--- src/acc_cfg_pkg.sv ---
/*
 * widths and latency constants of the group accumulator
 * imported by every stage that sizes a datapath or a delay
 */
package acc_cfg_pkg;

    ////////////////////
    // datapath widths
    ////////////////////

    // raw operand width on the input port
    localparam int OPERAND_W = 12;
    // sum width, operands are sign-extended to this
    localparam int SUM_W = 13;

    ////////////////////
    // latencies
    ////////////////////

    // ready is held this long after op_rdy drops so the longest fold can drain
    localparam int RDY_STRETCH = 5;
    // cycles from the early flag to the valid group sum
    localparam int RESULT_LEAD = 4;

endpackage

--- src/acc_types_pkg.sv ---
/*
 * boundary-case encoding and the packed bundles passed between
 * the control, fold and result stages
 */
package acc_types_pkg;

    import acc_cfg_pkg::*;

    ////////////////////
    // boundary case
    ////////////////////

    // one fold schedule per case, case_more covers every boundary above 3
    typedef enum logic [2:0] {
        case_none  = 3'd0,
        case_one   = 3'd1,
        case_two   = 3'd2,
        case_three = 3'd3,
        case_more  = 3'd4
    } group_case_t;

    ////////////////////
    // bundles
    ////////////////////

    // control seen by the fold datapath every cycle
    typedef struct packed {
        logic rdy_valid;
        logic phase;
        logic group_end;
    } fold_ctrl_t;

    // top-level result, early flag leads the sum by RESULT_LEAD cycles
    typedef struct packed {
        logic             rdy_pre4;
        logic [SUM_W-1:0] sum;
    } acc_result_t;

endpackage

--- src/adder_pp2.sv ---
/*
 * two-stage pipelined adder, one result per cycle at 2 cycles latency
 * low half is added first and its carry registered into the high half
 */
`timescale 1ns/1ps

module adder_pp2
    import acc_cfg_pkg::*;
(
    input  logic             I_clk,
    input  logic [SUM_W-1:0] a,
    input  logic [SUM_W-1:0] b,
    output logic [SUM_W-1:0] sum
);

    localparam int LO_W = SUM_W / 2;
    localparam int HI_W = SUM_W - LO_W;

    // stage 1 results
    logic [LO_W:0]   lo_full_q;
    logic [HI_W-1:0] a_hi_q;
    logic [HI_W-1:0] b_hi_q;
    // stage 2 results
    logic [LO_W-1:0] lo_q;
    logic [HI_W-1:0] hi_q;

    ////////////////////
    // stage 1
    ////////////////////

    // low half with carry out, high halves wait one cycle
    always_ff @(posedge I_clk) begin
        lo_full_q <= {1'b0, a[LO_W-1:0]} + {1'b0, b[LO_W-1:0]};
        a_hi_q    <= a[SUM_W-1:LO_W];
        b_hi_q    <= b[SUM_W-1:LO_W];
    end

    ////////////////////
    // stage 2
    ////////////////////

    // carry in from stage 1, top carry falls off so the sum wraps
    always_ff @(posedge I_clk) begin
        lo_q <= lo_full_q[LO_W-1:0];
        hi_q <= a_hi_q + b_hi_q + HI_W'(lo_full_q[LO_W]);
    end

    assign sum = {hi_q, lo_q};

endmodule

--- src/delay_line.sv ---
/*
 * fixed-depth register chain for any packed payload
 * used for ready stretching, valid alignment and sum alignment
 */
`timescale 1ns/1ps

module delay_line #(
    parameter int  DLY_NUM   = 1,
    parameter type payload_t = logic
) (
    input  logic     I_clk,
    input  payload_t din,
    output payload_t dout
);

    // shift chain, stage 0 takes the input
    payload_t stage [DLY_NUM];

    always_ff @(posedge I_clk) begin
        stage[0] <= din;
        // every later stage copies its neighbour
        for (int i = 1; i < DLY_NUM; i++) begin
            stage[i] <= stage[i-1];
        end
    end

    // oldest entry leaves the chain
    assign dout = stage[DLY_NUM-1];

    ////////////////////
    // checks
    ////////////////////

    // a zero-depth chain would index outside the array
    a_depth_min: assert property (@(posedge I_clk) DLY_NUM >= 1)
        else $error("delay_line depth below one");

endmodule

--- src/fold_datapath.sv ---
/*
 * fold datapath of the accumulator
 * extends operands and steers them and the fed-back sum into one
 * pipelined adder so that long groups fold as overlapping pair sums
 */
`timescale 1ns/1ps

module fold_datapath
    import acc_cfg_pkg::*;
    import acc_types_pkg::*;
(
    input  logic                 I_clk,
    input  logic                 rst,
    input  logic [OPERAND_W-1:0] operand,
    input  fold_ctrl_t           fold_ctrl,
    input  group_case_t          grp_case,
    output logic [SUM_W-1:0]     sum,
    output logic [SUM_W-1:0]     operand_ext
);

    // adder inputs
    logic [SUM_W-1:0] a_q;
    logic [SUM_W-1:0] b_in;
    // stretched ready one cycle late
    logic rdy_valid_q;
    // group_end aligned for the three-operand fold
    logic group_end_d1;
    // group_end aligned for the long fold
    logic group_end_d3;
    // registered strobe of the three-operand and long folds
    logic sum_valid_q;
    // clears b where a finished group sum would be fed back
    logic sum_valid;

    // sign extension to the sum width
    assign operand_ext = {{(SUM_W-OPERAND_W){operand[OPERAND_W-1]}}, operand};

    ////////////////////
    // a input
    ////////////////////

    // even phase starts a pair and odd phase recirculates a partial sum
    always_ff @(posedge I_clk) begin
        if (fold_ctrl.rdy_valid) begin
            a_q <= fold_ctrl.phase ? sum : operand_ext;
        end else begin
            a_q <= '0;
        end
    end

    ////////////////////
    // final-sum strobe
    ////////////////////

    always_ff @(posedge I_clk) begin
        if (rst) begin
            rdy_valid_q  <= 1'b0;
            group_end_d1 <= 1'b0;
        end else begin
            rdy_valid_q  <= fold_ctrl.rdy_valid;
            group_end_d1 <= fold_ctrl.group_end;
        end
    end

    // the long fold needs three more cycles to close its last pair
    delay_line #(
        .DLY_NUM   (RESULT_LEAD - 1),
        .payload_t (logic)
    ) u_more_valid (
        .I_clk (I_clk),
        .din   (fold_ctrl.group_end),
        .dout  (group_end_d3)
    );

    // case_one never uses the adder so it has no term here
    always_ff @(posedge I_clk) begin
        if (rst) begin
            sum_valid_q <= 1'b0;
        end else begin
            sum_valid_q <= ((grp_case == case_three) & group_end_d1) |
                           ((grp_case == case_more)  & group_end_d3);
        end
    end

    // a pair sum leaves the adder on an odd phase where b takes the operand
    // so its strobe only has to clear the even phase that group_end marks
    assign sum_valid = sum_valid_q | ((grp_case == case_two) & fold_ctrl.group_end);

    ////////////////////
    // b input and adder
    ////////////////////

    // a finished group sum must not leak into the next group
    assign b_in = (sum_valid || !rdy_valid_q) ? '0 :
                  fold_ctrl.phase             ? operand_ext : sum;

    adder_pp2 u_adder (
        .I_clk (I_clk),
        .a     (a_q),
        .b     (b_in),
        .sum   (sum)
    );

endmodule

--- src/group_ctrl.sv ---
/*
 * group control of the accumulator
 * decodes the boundary case, stretches ready for the fold drain,
 * counts operands and flags the end of each group
 */
`timescale 1ns/1ps

module group_ctrl
    import acc_cfg_pkg::*;
    import acc_types_pkg::*;
#(
    parameter int CNT_W = 8
) (
    input  logic             I_clk,
    input  logic             rst,
    input  logic [CNT_W-1:0] cnt_boundary,
    input  logic             op_en,
    input  logic             op_rdy,
    output fold_ctrl_t       fold_ctrl,
    output group_case_t      grp_case
);

    // decoded case before its register
    group_case_t case_nxt;
    // op_rdy delayed by the stretch depth
    logic rdy_tail;
    // ready seen by the counter and the fold
    logic rdy_valid;
    logic [CNT_W-1:0] cnt;
    // counter sits on the last slot of a group
    logic cnt_last;
    logic group_end_q;

    ////////////////////
    // boundary case
    ////////////////////

    always_comb begin
        case_nxt = case_none;
        if (cnt_boundary == CNT_W'(1)) begin
            case_nxt = case_one;
        end else if (cnt_boundary == CNT_W'(2)) begin
            case_nxt = case_two;
        end else if (cnt_boundary == CNT_W'(3)) begin
            case_nxt = case_three;
        end else if (cnt_boundary > CNT_W'(3)) begin
            case_nxt = case_more;
        end
    end

    // boundary is static per burst so one register stage is harmless
    always_ff @(posedge I_clk) begin
        if (rst) begin
            grp_case <= case_none;
        end else begin
            grp_case <= case_nxt;
        end
    end

    ////////////////////
    // ready stretch
    ////////////////////

    delay_line #(
        .DLY_NUM   (RDY_STRETCH),
        .payload_t (logic)
    ) u_rdy_tail (
        .I_clk (I_clk),
        .din   (op_rdy),
        .dout  (rdy_tail)
    );

    // the tail keeps phase toggling until the last partial sums meet
    assign rdy_valid = op_rdy | rdy_tail;

    ////////////////////
    // group counter
    ////////////////////

    assign cnt_last = (cnt_boundary == cnt + CNT_W'(1));

    always_ff @(posedge I_clk) begin
        if (rst || !op_en) begin
            cnt <= '0;
        end else if (rdy_valid) begin
            cnt <= cnt_last ? '0 : cnt + CNT_W'(1);
        end
    end

    // only an accepted operand closes a group, drain cycles do not
    always_ff @(posedge I_clk) begin
        if (rst) begin
            group_end_q <= 1'b0;
        end else begin
            group_end_q <= op_en & op_rdy & cnt_last;
        end
    end

    assign fold_ctrl.rdy_valid = rdy_valid;
    assign fold_ctrl.phase     = cnt[0];
    assign fold_ctrl.group_end = group_end_q;

    ////////////////////
    // checks
    ////////////////////

    // every fold schedule assumes a fixed group length inside a burst
    a_boundary_stable: assert property (@(posedge I_clk) disable iff (rst)
        op_en && $past(op_en) |-> $stable(cnt_boundary))
        else $error("cnt_boundary changed while op_en is high");

endmodule

--- src/pipeline_acc.sv ---
/*
 * pipelined group accumulator top level
 * sums every cnt_boundary operands and flags each sum RESULT_LEAD
 * cycles ahead on result.rdy_pre4
 */
`timescale 1ns/1ps

module pipeline_acc
    import acc_cfg_pkg::*;
    import acc_types_pkg::*;
#(
    parameter int CNT_W = 8
) (
    input  logic                 I_clk,
    input  logic                 rst,
    input  logic [CNT_W-1:0]     cnt_boundary,
    input  logic                 op_en,
    input  logic                 op_rdy,
    input  logic [OPERAND_W-1:0] operand,
    output acc_result_t          result
);

    // control to fold and result stages
    fold_ctrl_t       fold_ctrl;
    group_case_t      grp_case;
    // fold outputs
    logic [SUM_W-1:0] sum;
    logic [SUM_W-1:0] operand_ext;

    group_ctrl #(
        .CNT_W (CNT_W)
    ) u_group_ctrl (
        .I_clk        (I_clk),
        .rst          (rst),
        .cnt_boundary (cnt_boundary),
        .op_en        (op_en),
        .op_rdy       (op_rdy),
        .fold_ctrl    (fold_ctrl),
        .grp_case     (grp_case)
    );

    fold_datapath u_fold_datapath (
        .I_clk       (I_clk),
        .rst         (rst),
        .operand     (operand),
        .fold_ctrl   (fold_ctrl),
        .grp_case    (grp_case),
        .sum         (sum),
        .operand_ext (operand_ext)
    );

    result_select u_result_select (
        .I_clk       (I_clk),
        .rst         (rst),
        .grp_case    (grp_case),
        .group_end   (fold_ctrl.group_end),
        .sum         (sum),
        .operand_ext (operand_ext),
        .result      (result)
    );

endmodule

--- src/result_select.sv ---
/*
 * result stage of the accumulator
 * aligns each case so its sum lands RESULT_LEAD cycles after the
 * early flag, then registers flag and sum together
 */
`timescale 1ns/1ps

module result_select
    import acc_cfg_pkg::*;
    import acc_types_pkg::*;
(
    input  logic             I_clk,
    input  logic             rst,
    input  group_case_t      grp_case,
    input  logic             group_end,
    input  logic [SUM_W-1:0] sum,
    input  logic [SUM_W-1:0] operand_ext,
    output acc_result_t      result
);

    // aligned candidates per case
    logic [SUM_W-1:0] sum_c1;
    logic [SUM_W-1:0] sum_c2;
    logic [SUM_W-1:0] sum_c3;

    ////////////////////
    // alignment
    ////////////////////

    // a single operand is its own sum, held one cycle longer than the lead
    delay_line #(
        .DLY_NUM   (RESULT_LEAD + 1),
        .payload_t (logic [SUM_W-1:0])
    ) u_c1_dly (
        .I_clk (I_clk),
        .din   (operand_ext),
        .dout  (sum_c1)
    );

    // pair sum leaves the adder one cycle after group_end
    delay_line #(
        .DLY_NUM   (RESULT_LEAD - 1),
        .payload_t (logic [SUM_W-1:0])
    ) u_c2_dly (
        .I_clk (I_clk),
        .din   (sum),
        .dout  (sum_c2)
    );

    // triple sum is two cycles after group_end
    delay_line #(
        .DLY_NUM   (RESULT_LEAD - 2),
        .payload_t (logic [SUM_W-1:0])
    ) u_c3_dly (
        .I_clk (I_clk),
        .din   (sum),
        .dout  (sum_c3)
    );

    ////////////////////
    // output register
    ////////////////////

    // the long fold already lands on time, its sum goes straight in
    always_ff @(posedge I_clk) begin
        if (rst) begin
            result <= '0;
        end else begin
            unique case (grp_case)
                case_one:   result <= '{rdy_pre4: group_end, sum: sum_c1};
                case_two:   result <= '{rdy_pre4: group_end, sum: sum_c2};
                case_three: result <= '{rdy_pre4: group_end, sum: sum_c3};
                case_more:  result <= '{rdy_pre4: group_end, sum: sum};
                default:    result <= '0;
            endcase
        end
    end

    ////////////////////
    // checks
    ////////////////////

    // only single-operand groups may flag on back-to-back cycles
    a_pulse_spacing: assert property (@(posedge I_clk) disable iff (rst)
        result.rdy_pre4 && (grp_case != case_one) |=> !result.rdy_pre4)
        else $error("rdy_pre4 pulses closer than the group length");

endmodule

--- config.mk ---
export PLATFORM = sky130hd
export DESIGN_NAME = pipeline_acc
export DESIGN_NICKNAME = d
export VERILOG_FILES = /design/src/acc_cfg_pkg.sv /design/src/acc_types_pkg.sv /design/src/adder_pp2.sv /design/src/delay_line.sv /design/src/fold_datapath.sv /design/src/group_ctrl.sv /design/src/pipeline_acc.sv /design/src/result_select.sv
export SDC_FILE = /design/constraint.sdc
export NUM_CORES = 1
export LEC_CHECK = 0
export ABC_CLOCK_PERIOD_IN_PS = 5100
export BUFFER_PORTS_ARGS = -buffer_cell sky130_fd_sc_hd__buf_2
export CAP_MARGIN = 25
export CORE_AREA = 2 2 120 122
export CTS_CLUSTER_DIAMETER = 30
export DETAILED_ROUTE_END_ITERATION = 12
export DIE_AREA = 0 0 122 124
export GPL_TIMING_DRIVEN = 0
export PLACE_DENSITY_LB_ADDON = 0.12
export SLEW_MARGIN = 15
export SYNTH_ARGS = -nofsm -noshare
export SYNTH_HDL_FRONTEND = slang
export SYNTH_SLANG_ARGS = --single-unit
--- constraint.sdc ---
create_clock -name I_clk -period 5.1 [get_ports I_clk]
set_input_delay 0.255 -clock I_clk [delete_from_list [all_inputs] [get_ports I_clk]]
set_output_delay 0.255 -clock I_clk [all_outputs]
set_load 0.005 [all_outputs]
==> results.yml <==
logic_synthesis:
  synth_cells: 442
  syn_area_per_cell_sq_um: 12.2
  synthTopCellsByArea: "dfxtp_1, nor2_1, mux2i_1, xnor2_1, ha_1"
  synth_edf_count: 0
  syn_area_sq_mm: 0.00540
  async_reset_ff_share_pct: 0
  synth_ff_type: "dfxtp_1"
  yosysSeqAreaShare_pct: 67.9
  yosysWarnings: 0
  yosys.area.top_type_share_pct: 67.9
  syn_nets: 481
  ys_ff_latch: 183
  yosysTopAreaCell: "dfxtp_1"
  synth_most_common_cell: "dfxtp_1"
  ys_types: 37
  synthTopCellsByCount: "dfxtp_1, nor2_1, mux2i_1"
floorplanning:
  fp.dieArea_sq_mm: 0.0151
  num_rows: 43
  start_util_pct: 39.3
  core_sq_mm: 0.0137
  chipHeight_um: 124
  die_x_um: 122
  pin_count: 38
sta:
  final-setup-viol-count: 0
  fin_skew_ns: 0.00945
  min_period_over_period_pct: 62.2
  rsz0062_at_grt: "no"
  hold_slack_ns: 0.0530
  hold_viol: 0
  worst_slew_pin_slew_ns: 0.669
  fin_tns_setup_ns: 0
  fmax_mhz: 315
  slew_headroom_pct: 54.7
  period_needed_ns: 3.17
  slew_violations: 0
drt:
  antenna_left: 0
  wire_per_inst_um: 13.4
  drt-total-wl_um: 9460
  vias_per_cell: 4.38
  drtIter0Drc: 123
  drtPass1Iterations: 4
  drc_errors: 0
  vias: 3089
setup_path:
  cpMostUsedCell: "nand2b_1"
  path_class: "reg2reg"
  cp_cell_sequence: "nand2b_1, o311ai_1, buf_2, nor2_1, ha_1, fa_1, a21o_1, a21oi_1, nor2b_1, o21ai_0, nand2b_1"
  cpPeakStageDelay_ns: 0.60
  cp-end-kind: "flop"
  start_kind: "flop"
  cp_max_fo: 10
  crit_required_ns: 5.41
  critPathSlowestCell: "o311ai_1"
  cp_data_arrival_time_ns: 3.48
clocking:
  clock-sinks: 183
  h-tree-depth: 4
  cts_tree: "done"
  clk_pin_slew_ns: 0.07
  clkLatencyLatePin_ns: 0.42
  root_buffer: "clkbuf_16"
  cts_resized: 0
  cts_buffer_depth: 2
  cts_buffers: 17
power_and_ir_drop:
  ir_drop_mv: 0.337
  leakage_nw: 2.73
  power_density_mw_per_mm2: 525
global_routing:
  grt_max_degree: 18
  grt_pass1_wl_um: 15100
  grt_usage_pct: 13.6
  grt_antenna_before_repair: 0
  grt_pass1_vias: 2926
  overflow: 0
layout:
  layout-drive-gt1-share_pct: 16.2
  final_nets: 550
  synthToLayoutAreaGrowth_pct: 21.2
status:
  status: "finished, final reports clean"
place:
  dp_hpwl_um: 6480
  io_buffers: 37
  place_congestion: 0.812
flow_run:
  max_cap_viol_count: 0
min_path:
  hp-class: "in2reg"
path summary, 6_finish.rpt:
path	end	slack, ns	startpoint	depth (start not counted)
hold / removal	u_group_ctrl.cnt[7]$_SDFFE_PP0P_	0.05	cnt_boundary[7]	2
setup / recovery	u_fold_datapath.u_adder.lo_full_q[6]$_DFF_P_	1.93	u_group_ctrl.grp_case[1]$_SDFF_PP0_	11
setup reg to reg	u_fold_datapath.u_adder.lo_full_q[6]$_DFF_P_	1.93	u_group_ctrl.grp_case[1]$_SDFF_PP0_	11
hold reg to reg	u_result_select.u_c1_dly.stage[0][25]$_DFF_P_	0.33	u_result_select.u_c1_dly.stage[0][12]$_DFF_P_	0
critical path, delay by kind of cell (launching register included):
kind                       cells  cell delay (ns)
DFF                            1             0.46
and+or+nand+nor                4             0.42
AOI/OAI and AO/OA              4             1.18
buffers and inverters          1             0.38
adders and majority gates      2             0.63
stage by stage:
| stage | setup WS [ns] | total power, mW | utilization, % | instances | cell area [sq um] |
|---|---|---|---|---|---|
| after global routing | 1.69 | 3.59 | 47.7 | 704 | 6540 |
| final | 1.93 | 3.43 | 47.7 | 705 | 6540 |
| after floorplan | 2.60 | 2.02 | - | 442 | 5400 |
| after CTS | 1.89 | 3.46 | 47.7 | 704 | 6540 |
| after global placement | 1.94 | 2.12 | 42.3 | 659 | 5810 |
| after detailed placement | 1.93 | 2.14 | 42.3 | 659 | 5810 |
cells in the final DEF (no fill, tap or decap), types with 11 or more instances in the layout:
cell / instances
xnor2_1: 18
a21oi_1: 13
ha_1: 12
dfxtp_1: 183
a22oi_1: 12
dlygate4sd3_1: 13
buf_2: 45
a221oi_1: 11
mux2i_1: 24
nor2_1: 68
nand2_1: 11
clkbuf_16: 17
sequential cells by signal (all words and copies together), names as in the netlist:
name and count:
u_fold_datapath.u_adder.lo_full_q 7, u_result_select.u_c3_dly.stage 25, u_result_select.u_c1_dly.stage 60, u_fold_datapath.u_adder.hi_q 7
u_fold_datapath.u_adder.lo_q 6, u_fold_datapath.a_q 13, u_result_select.result 14, u_fold_datapath.u_adder.b_hi_q 7
u_fold_datapath.u_more_valid.stage 3, u_result_select.u_c2_dly.stage 14, u_group_ctrl.u_rdy_tail.stage 5, u_fold_datapath.u_adder.a_hi_q 7
u_group_ctrl.group_end_q 1, u_fold_datapath.rdy_valid_q 1, u_group_ctrl.cnt 8, u_group_ctrl.grp_case 3
u_fold_datapath.group_end_d1 1, u_fold_datapath.sum_valid_q 1
per-layer routing:
| layer | GRT usage, % | share of wire [%] | vias to the layer above |
|---|---|---|---|
| li1 | - | - | 1623 |
| met1 | 18.5 | 53 | 1410 |
| met2 | 19.9 | 42 | 43 |
| met3 | 4.53 | 3.5 | 13 |
| met4 | 5.60 | 1.6 | 0 |
| met5 | 0 | 0 | - |
area by class of cell:
class                   instances  area (sq um)
flip-flops and latches        183          3660
inverters                      10          37.5
fillers                      1230          7180
clock buffers                  18           439
multi-input cells             234          1630
well taps                     180           225
clock inverters                14           161
diodes                          1          2.50
repair buffers                 50           315
plain buffers                  15          66.3
power breakdown:
| part | internal (mW) | leakage [nW] | switching [mW] |
|---|---|---|---|
| combinational | 0.133 | 0.911 | 0.130 |
| sequential | 1.71 | 1.53 | 0.138 |
| clock | 0.748 | 0.284 | 0.567 |
logic make-up after synthesis:
logic type	count (synthesis)	synth area share, %
AO/OA/AOI/OAI	58	8.00
XOR/XNOR	27	4.38
adder cells (fa/ha/maj)	15	3.89
buffers and inverters	25	1.92
flip-flops	183	67.9
multiplexers	24	4.45
AND/OR/NAND/NOR	110	9.48
timing repair:
item,4_1_cts,5_1_grt
endpoints found under the hold margin,13,0
hold buffers,13,0
setup buffers,0,0
endpoints found under the setup margin,0,0
Power figures use the tool's default switching activity.
